==> src/gem_link_pkg.sv <==
package gem_link_pkg;

   // --------------------
   // Link geometry
   // --------------------
   localparam int N_LINKS       = 4;                       // Trigger links per optohybrid
   localparam int FRAME_WORDS   = 4;                       // 16-bit words per 40 MHz frame
   localparam int LINK_DATA_W   = 56;                      // Cluster bits carried by one link
   localparam int GEM_DATA_W    = 2 * LINK_DATA_W;         // Even links low half, odd links high half
   localparam int WORD_W        = 16;                      // Transceiver word width
   localparam int ISK_W         = 2;                       // One K flag per byte
   localparam int FRAME_PHASE_W = 2;                       // Word index inside a frame
   localparam int BX_LSB_W      = 2;                       // Bunch-crossing bits used for rotation

   // --------------------
   // Startup counts, clock_40 cycles
   // --------------------
   localparam int STARTUP_CNT_W = 7;
   localparam logic [STARTUP_CNT_W-1:0] STARTUP_CNT_MAX = 7'd127;

   // Staggered MGT reset release, link 0 first
   localparam logic [N_LINKS-1:0][STARTUP_CNT_W-1:0] MGT_RESET_CNT =
      {7'd60, 7'd56, 7'd48, 7'd40};

   localparam logic [STARTUP_CNT_W-1:0] GTXTEST_CNT = 7'd64;   // Test divider reset kicks off
   localparam logic [STARTUP_CNT_W-1:0] TXRESET_CNT = 7'd72;   // One-cycle PCS reset
   localparam logic [STARTUP_CNT_W-1:0] DONE_CNT    = 7'd100;  // Past this, retry if no link

   // Test-clock-divider reset windows
   localparam int GTXTEST_CNT_W = 6;
   localparam logic [GTXTEST_CNT_W-1:0] GTXTEST_CNT_MAX = 6'd63;
   localparam logic [GTXTEST_CNT_W-1:0] GTXTEST_WIN0_LO = 6'd1;
   localparam logic [GTXTEST_CNT_W-1:0] GTXTEST_WIN0_HI = 6'd15;
   localparam logic [GTXTEST_CNT_W-1:0] GTXTEST_WIN1_LO = 6'd32;
   localparam logic [GTXTEST_CNT_W-1:0] GTXTEST_WIN1_HI = 6'd47;

   // Ready timer
   localparam int READY_CNT_W = 6;
   localparam logic [READY_CNT_W-1:0] READY_CNT_MAX = 6'd63;

   // --------------------
   // 8b10b K-codes
   // --------------------
   localparam logic [7:0] K_BC0      = 8'h1C;              // Orbit marker, top priority
   localparam logic [7:0] K_RESYNC   = 8'h3C;
   localparam logic [7:0] K_OVERFLOW = 8'hFC;              // More than 8 clusters on the OH

   // Normal separators, indexed by BX LSBs
   localparam logic [3:0][7:0] K_ROTATION = {8'hFD, 8'hFB, 8'hF7, 8'hBC};

   localparam logic [WORD_W-1:0] IDLE_WORD = 16'hFFFC;     // Comma filler while link is down
   localparam logic [ISK_W-1:0]  IDLE_ISK  = 2'b01;
   localparam logic [ISK_W-1:0]  ISK_HDR   = 2'b01;        // K char in the low byte only
   localparam logic [ISK_W-1:0]  ISK_DATA  = 2'b00;

   // One transmit word, read either as header or as plain payload
   typedef union packed {
      struct packed {
         logic [7:0] data;                                 // First cluster byte
         logic [7:0] sep;                                  // Frame separator K-code
      } hdr;
      logic [WORD_W-1:0] payload;
   } link_word_t;

endpackage

==> src/frame_if.sv <==
`timescale 1ns/100ps

// One captured bunch-crossing frame, shared by all link framers
interface frame_if;

   logic [gem_link_pkg::GEM_DATA_W-1:0]    gem_data;   // Captured clusters, both halves
   logic                                   bc0;
   logic                                   resync;
   logic                                   overflow;
   logic [gem_link_pkg::BX_LSB_W-1:0]      bx_lsbs;    // Separator rotation select
   logic [gem_link_pkg::FRAME_PHASE_W-1:0] phase;      // Word slot, 0 means capture edge
   logic                                   link_up;    // Links ready, framers may send

   // Sampler side
   modport source (
      output gem_data, bc0, resync, overflow, bx_lsbs, phase, link_up
   );

   // Framer side, read only
   modport sink (
      input gem_data, bc0, resync, overflow, bx_lsbs, phase, link_up
   );

endinterface

==> src/bx_frame_sampler.sv <==
`timescale 1ns/100ps

module bx_frame_sampler (
   input  logic                                clock_40,
   input  logic                                arst_n_i,
   input  logic                                link_up_i,
   input  logic [gem_link_pkg::GEM_DATA_W-1:0] gem_data_i,     // 112 bits of clusters
   input  logic                                overflow_i,     // More than 8 clusters
   input  logic [11:0]                         bxn_counter_i,  // Only LSBs used here
   input  logic                                bc0_i,
   input  logic                                resync_i,
   frame_if.source                             frame
);

   logic [gem_link_pkg::FRAME_PHASE_W-1:0] phase_q;
   logic                                   capture;
   logic [gem_link_pkg::GEM_DATA_W-1:0]    gem_data_q;
   logic                                   bc0_q;
   logic                                   resync_q;
   logic                                   overflow_q;
   logic [gem_link_pkg::BX_LSB_W-1:0]      bx_lsbs_q;

   // --------------------
   // Frame phase
   // --------------------
   always_ff @(posedge clock_40 or negedge arst_n_i) begin
      if (!arst_n_i) begin
         phase_q <= '0;
      end else if (!link_up_i) begin
         phase_q <= '0;                                    // Park until links are up
      end else if (phase_q == 2'(gem_link_pkg::FRAME_WORDS - 1)) begin
         phase_q <= '0;
      end else begin
         phase_q <= phase_q + 1'b1;
      end
   end

   assign capture = link_up_i && (phase_q == '0);          // Once per 4-word frame

   // Capture registers, no reset
   always_ff @(posedge clock_40) begin
      if (capture) begin
         gem_data_q <= gem_data_i;
         bc0_q      <= bc0_i;
         resync_q   <= resync_i;
         overflow_q <= overflow_i;
         bx_lsbs_q  <= bxn_counter_i[gem_link_pkg::BX_LSB_W-1:0];
      end
   end

   // Frame out to the link framers
   assign frame.gem_data = gem_data_q;
   assign frame.bc0      = bc0_q;
   assign frame.resync   = resync_q;
   assign frame.overflow = overflow_q;
   assign frame.bx_lsbs  = bx_lsbs_q;
   assign frame.phase    = phase_q;
   assign frame.link_up  = link_up_i;

endmodule

==> src/gem_data_out.sv <==
`timescale 1ns/100ps

module gem_data_out (
   input  logic                                                  clock_40,
   input  logic                                                  arst_n_i,

   // Trigger data from the cluster finder
   input  logic [gem_link_pkg::GEM_DATA_W-1:0]                   gem_data_i,
   input  logic                                                  overflow_i,
   input  logic [11:0]                                           bxn_counter_i,
   input  logic                                                  bc0_i,
   input  logic                                                  resync_i,

   // Transceiver status and manual controls
   input  logic [gem_link_pkg::N_LINKS-1:0]                      tx_done_i,
   input  logic                                                  force_not_ready_i,
   input  logic [gem_link_pkg::N_LINKS-1:0]                      mgt_reset_i,
   input  logic                                                  txreset_i,
   input  logic                                                  gtxtest_start_i,

   // To the transceivers
   output logic [gem_link_pkg::N_LINKS*gem_link_pkg::WORD_W-1:0] tx_data_o,
   output logic [gem_link_pkg::N_LINKS*gem_link_pkg::ISK_W-1:0]  tx_isk_o,
   output logic [gem_link_pkg::N_LINKS-1:0]                      mgt_reset_o,
   output logic                                                  txreset_o,
   output logic                                                  gtxtest_reset_o,
   output logic                                                  ready_o
);

   logic link_up;                                           // Registered AND of tx_done

   frame_if u_frame ();

   // --------------------
   // Control side
   // --------------------
   startup_sequencer u_startup_sequencer (
      .clock_40        (clock_40),
      .arst_n_i        (arst_n_i),
      .link_up_i       (link_up),
      .mgt_reset_i     (mgt_reset_i),
      .txreset_i       (txreset_i),
      .gtxtest_start_i (gtxtest_start_i),
      .mgt_reset_o     (mgt_reset_o),
      .txreset_o       (txreset_o),
      .gtxtest_reset_o (gtxtest_reset_o)
   );

   link_ready_monitor u_link_ready_monitor (
      .clock_40          (clock_40),
      .arst_n_i          (arst_n_i),
      .tx_done_i         (tx_done_i),
      .force_not_ready_i (force_not_ready_i),
      .link_up_o         (link_up),
      .ready_o           (ready_o)
   );

   // --------------------
   // Data path
   // --------------------
   bx_frame_sampler u_bx_frame_sampler (
      .clock_40      (clock_40),
      .arst_n_i      (arst_n_i),
      .link_up_i     (link_up),
      .gem_data_i    (gem_data_i),
      .overflow_i    (overflow_i),
      .bxn_counter_i (bxn_counter_i),
      .bc0_i         (bc0_i),
      .resync_i      (resync_i),
      .frame         (u_frame)
   );

   // One framer per link, all fed from the same frame
   for (genvar i = 0; i < gem_link_pkg::N_LINKS; i++) begin : g_link
      link_framer #(
         .link_index (i)
      ) u_link_framer (
         .clock_40  (clock_40),
         .arst_n_i  (arst_n_i),
         .frame     (u_frame),
         .tx_data_o (tx_data_o[i*gem_link_pkg::WORD_W +: gem_link_pkg::WORD_W]),
         .tx_isk_o  (tx_isk_o[i*gem_link_pkg::ISK_W +: gem_link_pkg::ISK_W])
      );
   end

endmodule

==> src/link_framer.sv <==
`timescale 1ns/100ps

module link_framer #(
   parameter int link_index = 0                            // Even takes low half, odd high
) (
   input  logic                             clock_40,
   input  logic                             arst_n_i,
   frame_if.sink                            frame,
   output logic [gem_link_pkg::WORD_W-1:0]  tx_data_o,
   output logic [gem_link_pkg::ISK_W-1:0]   tx_isk_o
);

   logic [gem_link_pkg::LINK_DATA_W-1:0] link_data;
   logic [7:0]                           frame_sep;
   logic                                 armed_q;           // A header went out this link-up
   gem_link_pkg::link_word_t             word_d;
   gem_link_pkg::link_word_t             word_q;
   logic [gem_link_pkg::ISK_W-1:0]       isk_d;
   logic [gem_link_pkg::ISK_W-1:0]       isk_q;

   assign link_data =
      frame.gem_data[(link_index % 2) * gem_link_pkg::LINK_DATA_W +: gem_link_pkg::LINK_DATA_W];

   // --------------------
   // Separator select
   // --------------------
   always_comb begin
      if (frame.bc0) begin
         frame_sep = gem_link_pkg::K_BC0;
      end else if (frame.resync) begin
         frame_sep = gem_link_pkg::K_RESYNC;
      end else if (frame.overflow) begin
         frame_sep = gem_link_pkg::K_OVERFLOW;
      end else begin
         frame_sep = gem_link_pkg::K_ROTATION[frame.bx_lsbs]; // TTC driven rotation
      end
   end

   // Word for the coming slot, header right after capture
   always_comb begin
      word_d.payload = '0;
      isk_d          = gem_link_pkg::ISK_DATA;
      case (frame.phase)
         2'd1: begin
            word_d.hdr.data = link_data[7:0];
            word_d.hdr.sep  = frame_sep;                    // K char in low byte
            isk_d           = gem_link_pkg::ISK_HDR;
         end
         2'd2:    word_d.payload = link_data[23:8];         // Bytes 1-2
         2'd3:    word_d.payload = link_data[39:24];        // Bytes 3-4
         default: word_d.payload = link_data[55:40];        // Bytes 5-6, overlaps next capture
      endcase
   end

   // --------------------
   // Output register
   // --------------------
   always_ff @(posedge clock_40 or negedge arst_n_i) begin
      if (!arst_n_i) begin
         word_q.payload <= gem_link_pkg::IDLE_WORD;
         isk_q          <= gem_link_pkg::IDLE_ISK;
         armed_q        <= 1'b0;
      end else if (!frame.link_up) begin
         word_q.payload <= gem_link_pkg::IDLE_WORD;         // Idle commas while down
         isk_q          <= gem_link_pkg::IDLE_ISK;
         armed_q        <= 1'b0;
      end else if (frame.phase == '0 && !armed_q) begin
         word_q.payload <= gem_link_pkg::IDLE_WORD;         // Nothing captured yet
         isk_q          <= gem_link_pkg::IDLE_ISK;
      end else begin
         word_q  <= word_d;
         isk_q   <= isk_d;
         armed_q <= armed_q || (frame.phase == 2'd1);
      end
   end

   assign tx_data_o = word_q.payload;
   assign tx_isk_o  = isk_q;

   // Only the low byte ever carries a K char
   a_isk_legal : assert property (
      @(posedge clock_40) disable iff (!arst_n_i)
      (tx_isk_o == gem_link_pkg::ISK_DATA) || (tx_isk_o == gem_link_pkg::ISK_HDR)
   );

endmodule

==> src/link_ready_monitor.sv <==
`timescale 1ns/100ps

module link_ready_monitor (
   input  logic                             clock_40,
   input  logic                             arst_n_i,
   input  logic [gem_link_pkg::N_LINKS-1:0] tx_done_i,        // Per-link TX done from MGTs
   input  logic                             force_not_ready_i,
   output logic                             link_up_o,
   output logic                             ready_o
);

   logic                                 all_done;
   logic [gem_link_pkg::READY_CNT_W-1:0] ready_cnt;

   assign all_done = &tx_done_i;                              // Every link must be up

   // Single register stage on the link-up status
   always_ff @(posedge clock_40 or negedge arst_n_i) begin
      if (!arst_n_i) begin
         link_up_o <= 1'b0;
      end else begin
         link_up_o <= all_done;
      end
   end

   // --------------------
   // Ready timer
   // --------------------
   // Cleared on the same edge that drops link_up
   always_ff @(posedge clock_40 or negedge arst_n_i) begin
      if (!arst_n_i) begin
         ready_cnt <= '0;
      end else if (!link_up_o || !all_done || force_not_ready_i) begin
         ready_cnt <= '0;
      end else if (ready_cnt < gem_link_pkg::READY_CNT_MAX) begin
         ready_cnt <= ready_cnt + 1'b1;                       // Hold at ceiling
      end
   end

   assign ready_o = (ready_cnt == gem_link_pkg::READY_CNT_MAX);

   // Timer and link-up register must drop together
   a_ready_needs_link : assert property (
      @(posedge clock_40) disable iff (!arst_n_i)
      ready_o |-> link_up_o
   );

endmodule

==> src/startup_sequencer.sv <==
`timescale 1ns/100ps

module startup_sequencer (
   input  logic                             clock_40,
   input  logic                             arst_n_i,
   input  logic                             link_up_i,       // From ready monitor
   input  logic [gem_link_pkg::N_LINKS-1:0] mgt_reset_i,     // Manual per-link reset
   input  logic                             txreset_i,
   input  logic                             gtxtest_start_i,
   output logic [gem_link_pkg::N_LINKS-1:0] mgt_reset_o,
   output logic                             txreset_o,
   output logic                             gtxtest_reset_o
);

   logic [gem_link_pkg::STARTUP_CNT_W-1:0] startup_cnt;
   logic [gem_link_pkg::GTXTEST_CNT_W-1:0] gtxtest_cnt;     // 0 means idle
   logic                                   startup_done;
   logic                                   retry;
   logic                                   gtxtest_start;

   // --------------------
   // Startup counter
   // --------------------
   assign startup_done = (startup_cnt > gem_link_pkg::DONE_CNT);
   assign retry        = startup_done && !link_up_i;        // Links never came up, start over

   always_ff @(posedge clock_40 or negedge arst_n_i) begin
      if (!arst_n_i) begin
         startup_cnt <= '0;
      end else if (retry) begin
         startup_cnt <= '0;
      end else if (startup_cnt < gem_link_pkg::STARTUP_CNT_MAX) begin
         startup_cnt <= startup_cnt + 1'b1;                 // Saturates at ceiling
      end
   end

   // Each link held in reset until its own release point
   always_comb begin
      for (int i = 0; i < gem_link_pkg::N_LINKS; i++) begin
         mgt_reset_o[i] = mgt_reset_i[i] ||
                          (startup_cnt < gem_link_pkg::MGT_RESET_CNT[i]);
      end
   end

   assign txreset_o     = txreset_i || (startup_cnt == gem_link_pkg::TXRESET_CNT);
   assign gtxtest_start = gtxtest_start_i || (startup_cnt == gem_link_pkg::GTXTEST_CNT);

   // --------------------
   // Test divider window
   // --------------------
   always_ff @(posedge clock_40 or negedge arst_n_i) begin
      if (!arst_n_i) begin
         gtxtest_cnt <= '0;
      end else if (gtxtest_start) begin
         gtxtest_cnt <= 6'd1;                               // Restart, first window opens
      end else if (gtxtest_cnt != '0 && gtxtest_cnt < gem_link_pkg::GTXTEST_CNT_MAX) begin
         gtxtest_cnt <= gtxtest_cnt + 1'b1;
      end
   end

   // Two reset pulses to the TX output clock dividers
   assign gtxtest_reset_o =
      (gtxtest_cnt >= gem_link_pkg::GTXTEST_WIN0_LO &&
       gtxtest_cnt <= gem_link_pkg::GTXTEST_WIN0_HI) ||
      (gtxtest_cnt >= gem_link_pkg::GTXTEST_WIN1_LO &&
       gtxtest_cnt <= gem_link_pkg::GTXTEST_WIN1_HI);

   // Automatic TX reset is a single-cycle pulse, also across a retry
   a_txreset_pulse : assert property (
      @(posedge clock_40) disable iff (!arst_n_i)
      (txreset_o && !txreset_i) |=> (!txreset_o || txreset_i)
   );

endmodule

==> config.mk <==
export PLATFORM = sky130hd
export DESIGN_NAME = gem_data_out
export DESIGN_NICKNAME = d
export VERILOG_FILES = /design/src/gem_link_pkg.sv /design/src/frame_if.sv /design/src/bx_frame_sampler.sv /design/src/gem_data_out.sv /design/src/link_framer.sv /design/src/link_ready_monitor.sv /design/src/startup_sequencer.sv
export SDC_FILE = /design/constraint.sdc
export NUM_CORES = 1
export LEC_CHECK = 0
export BUFFER_PORTS_ARGS = -buffer_cell sky130_fd_sc_hd__buf_4
export CORE_MARGIN = 2
export CORE_UTILIZATION = 47
export CTS_CLUSTER_SIZE = 14
export DETAILED_ROUTE_END_ITERATION = 7
export PLACE_DENSITY = 0.76
export SYNTH_ARGS = -nofsm -noshare
export SYNTH_HDL_FRONTEND = slang
export SYNTH_SLANG_ARGS = --single-unit
==> constraint.sdc <==
create_clock -name clock_40 -period 3.8 [get_ports clock_40]
set_clock_uncertainty 0.2 [all_clocks]
set_input_delay 0.38 -clock clock_40 [delete_from_list [all_inputs] [get_ports clock_40]]
set_output_delay 0.38 -clock clock_40 [all_outputs]
set_load 0.01 [all_outputs]
==> impl_metrics.ini <==
[setup_path]
crit_path_top_delay_cell = inv_1
start_kind = register
arrival_ns = 2.80
crit_path_max_fanout = 22
reg2reg_slack_ns = 1.20
cp.required_ns = 4.00
end_kind = register
crit_buf_inv = 4
crit_family = buffers and inverters
cpPeakStageDelay_ns = 0.46
worstPathCellList = inv_1 -> ha_1 -> inv_1 -> buf_4 -> buf_4 -> nand2_1 -> o21ai_1 -> nand2_1
critical_path_class = register to register

[clock_network]
postCtsSetupRepairBufs = 0
cts_resized = 0
clkTransAtPathRegs_ns = 0.06
numCtsBuffers = 23
cts_buffer_depth = 3
htreeDepth = 1
cts.sinks = 211
clk_latency_ns = 0.51
postCtsHoldBufs = 120
cts_root_buf = clkbuf_16
cts_tree = yes

[finish]
area_growth_pct = 47.6
nets = 1015
n_antenna_cell = 0
drive_gt1_share_pct = 35.8
fill_cells = 1073
final_common_cell = buf_4
final_cell_mix = 210 x buf_4, 120 x dlygate4sd3_1, 117 x edfxtp_1

[global_routing]
grt_pass1_vias = 6073
grt_usage_pct = 23.5
antenna_found_initial = 0
grt_pass1_wl_um = 32100
overflow = 0
grt_max_degree = 71

[placed_design]
place_congestion = 0.812
hpwl_um = 12900
io_buffers = 204
dp_slack_ns = 1.24

[logic_synthesis]
netlist_area_um2 = 7860
synthArstFlopShare_pct = 44.5
yosysWarnings = 0
synth_compound_area_share_pct = 9.68
ys.flop_type = edfxtp_1
synth_top_family_by_area = compound AO/OA/AOI/OAI gates
ys_ff_latch = 211
postSynthAreaPerCell_um2 = 14.8
yosys.area_share.simple_pct = 8.77
synth_cells = 530
synthDistinctLibCells = 53
synth-edff-count = 117
synthMuxAreaShare_pct = 0.525
synthXorXnorAreaFrac_pct = 0.557
synth_fa_ha_area_share_pct = 2.39
synth-seq-area-share_pct = 75.6

[detailed_routing]
drc = 0
first_pass_iters = 6
wl_um = 20800
drt_iter0_markers = 333
final_antenna_net_count = 0
viasPerCell = 5.19
routedWlPerCell_um = 18.9
num_vias = 5687

[power_and_ir_drop]
power.internal_uw = 4110
clkPwrFrac_pct = 43.9
powerDensity_nw_per_um2 = 447
p_sw_uw = 1070
leakagePower_uw = 0.00462
ir_worst_vdd_mv = 0.405
p_comb_share_pct = 7.9
netSwitchingFraction_pct = 20.7
seqPwrFrac_pct = 48.2

[job]
maxCapViolations = 0

[die]
initial_core_util_pct = 47.7
std_cell_rows = 47
die_h_um = 133
die-width_um = 133
die_area_um2 = 17800
core_um2 = 16500
num_io_pins = 219

[sta]
slew_headroom_pct = 29.4
fin_crit_ns = 2.60
finalCritPeriodShare_pct = 68.5
hold_viol = 0
max_freq_ghz = 0.384
worst_slack_ns = 1.20
tns_ns = 0
finalSetupViolations = 0
tightestPinTransition_ns = 1.06
slew_viol_final = 0
rsz0062_at_grt = false

[outcome]
status = completed

[min_path]
hold_class = primary input to register
==> cell usage after synthesis, types with 6 or more instances <==
| cell | n | area [µm²] |
|---|---|---|
| a21oi_1 | 10 | 50.1 |
| a221o_1 | 6 | 60.1 |
| a222oi_1 | 16 | 160 |
| a22oi_1 | 6 | 45.0 |
| buf_2 | 7 | 35.0 |
| clkbuf_1 | 13 | 48.8 |
| dfrtp_1 | 34 | 851 |
| dfstp_2 | 60 | 1580 |
| edfxtp_1 | 117 | 3510 |
| ha_1 | 15 | 188 |
| inv_1 | 13 | 48.8 |
| nand2_1 | 75 | 282 |
| nand2b_1 | 9 | 56.3 |
| nand3_1 | 10 | 50.1 |
| nor2_1 | 16 | 60.1 |
| nor2b_1 | 6 | 37.5 |
| o21a_1 | 8 | 60.1 |
| o21ai_1 | 29 | 145 |
==> power by group through the flow <==
| stage | logic (µW) | clock network [µW] | registers, µW |
|---|---|---|---|
| finish | 411 | 2280 | 2500 |
| global route | 447 | 2410 | 2500 |
| CTS | 406 | 2310 | 2500 |
| detailed placement | 303 | 0 | 2540 |
| global placement | 288 | 0 | 2540 |
| floorplan | 137 | 0 | 2540 |
==> worst reg2reg max path: stages (launching register included) <==
cell	delay [ns]
dfrtp_1	0.40
inv_1	0.10
ha_1	0.37
inv_1	0.46
buf_4	0.36
buf_4	0.27
nand2_1	0.08
o21ai_1	0.13
nand2_1	0.12
==> per-stage QoR <==
stage | utilization (%) | hold slack (ns) | total power [µW] | instances | area [µm²]
finish | 70.4 | 0.0779 | 5190 | 1096 | 11600
global route | 70.4 | 0.0966 | 5360 | 1096 | 11600
CTS | 70.4 | 0.0578 | 5220 | 1096 | 11600
detailed placement | 58.3 | 0.263 | 2850 | 935 | 9610
global placement | 58.3 | 0.252 | 2830 | 935 | 9610
floorplan | - | -0.116 | 2670 | 533 | 7870
==> layout make-up <==
| class | instances | area [µm²] | area share [%] |
|---|---|---|---|
| Inverter | 14 | 52.6 | 0.453 |
| Multi-Input combinational cell | 279 | 1740 | 15.0 |
| Clock inverter | 8 | 101 | 0.874 |
| Timing Repair Buffer | 331 | 2800 | 24.1 |
| Clock buffer | 33 | 692 | 5.96 |
| Tap cell | 220 | 275 | 2.37 |
| Sequential cell | 211 | 5940 | 51.2 |
==> cells by family after synthesis <==
group | Yosys count
other | 1
adder cells (fa/ha/maj) | 15
multiplexers | 4
AND/OR/NAND/NOR | 144
XOR/XNOR | 5
AO/OA/AOI/OAI | 107
buffers and inverters | 43
flip-flops | 211
==> metal layers <==
metal	GRT usage [%]	routed length (µm)	vias to the layer above
met1	28.4	7750	2770
met2	42.3	11000	259
li1	-	-	2601
met4	8.69	748	0
met3	4.15	1260	57
met5	0	0	-
==> flip-flops by register name, indices dropped and copies added (netlist names) <==
| name | cells |
|---|---|
| u_startup_sequencer.gtxtest_cnt | 6 |
| u_bx_frame_sampler.frame.bx_lsbs | 2 |
| u_bx_frame_sampler.frame.phase | 2 |
| g_link.u_link_framer.tx_isk_o | 4 |
| u_bx_frame_sampler.frame.overflow | 1 |
| g_link.u_link_framer.tx_data_o | 64 |
| u_link_ready_monitor.ready_cnt | 6 |
| u_bx_frame_sampler.frame.resync | 1 |
| g_link.u_link_framer.armed_q | 4 |
| u_startup_sequencer.startup_cnt | 7 |
| u_bx_frame_sampler.frame.gem_data | 112 |
| u_link_ready_monitor.link_up_o | 1 |
| u_bx_frame_sampler.frame.bc0 | 1 |
==> final timing paths <==
check / from / cells past startpoint / to
max: u_bx_frame_sampler.frame.phase[0]$_DFF_PN0_ / 8 / g_link[0].u_link_framer.tx_data_o[13]$_DFF_PN1_
min: gtxtest_start_i / 3 / u_startup_sequencer.gtxtest_cnt[3]$_DFFE_PN0P_
max reg2reg: u_bx_frame_sampler.frame.phase[0]$_DFF_PN0_ / 8 / g_link[0].u_link_framer.tx_data_o[13]$_DFF_PN1_
min reg2reg: u_bx_frame_sampler.frame.gem_data[46]$_DFFE_PP_ / 2 / g_link[0].u_link_framer.tx_data_o[6]$_DFF_PN1_
max in group asynchronous: arst_n_i / 3 / g_link[3].u_link_framer.tx_data_o[7]$_DFF_PN1_
min in group asynchronous: arst_n_i / 2 / u_startup_sequencer.startup_cnt[6]$_DFFE_PN0P_
Note: power is estimated with default switching activity, not from simulation.
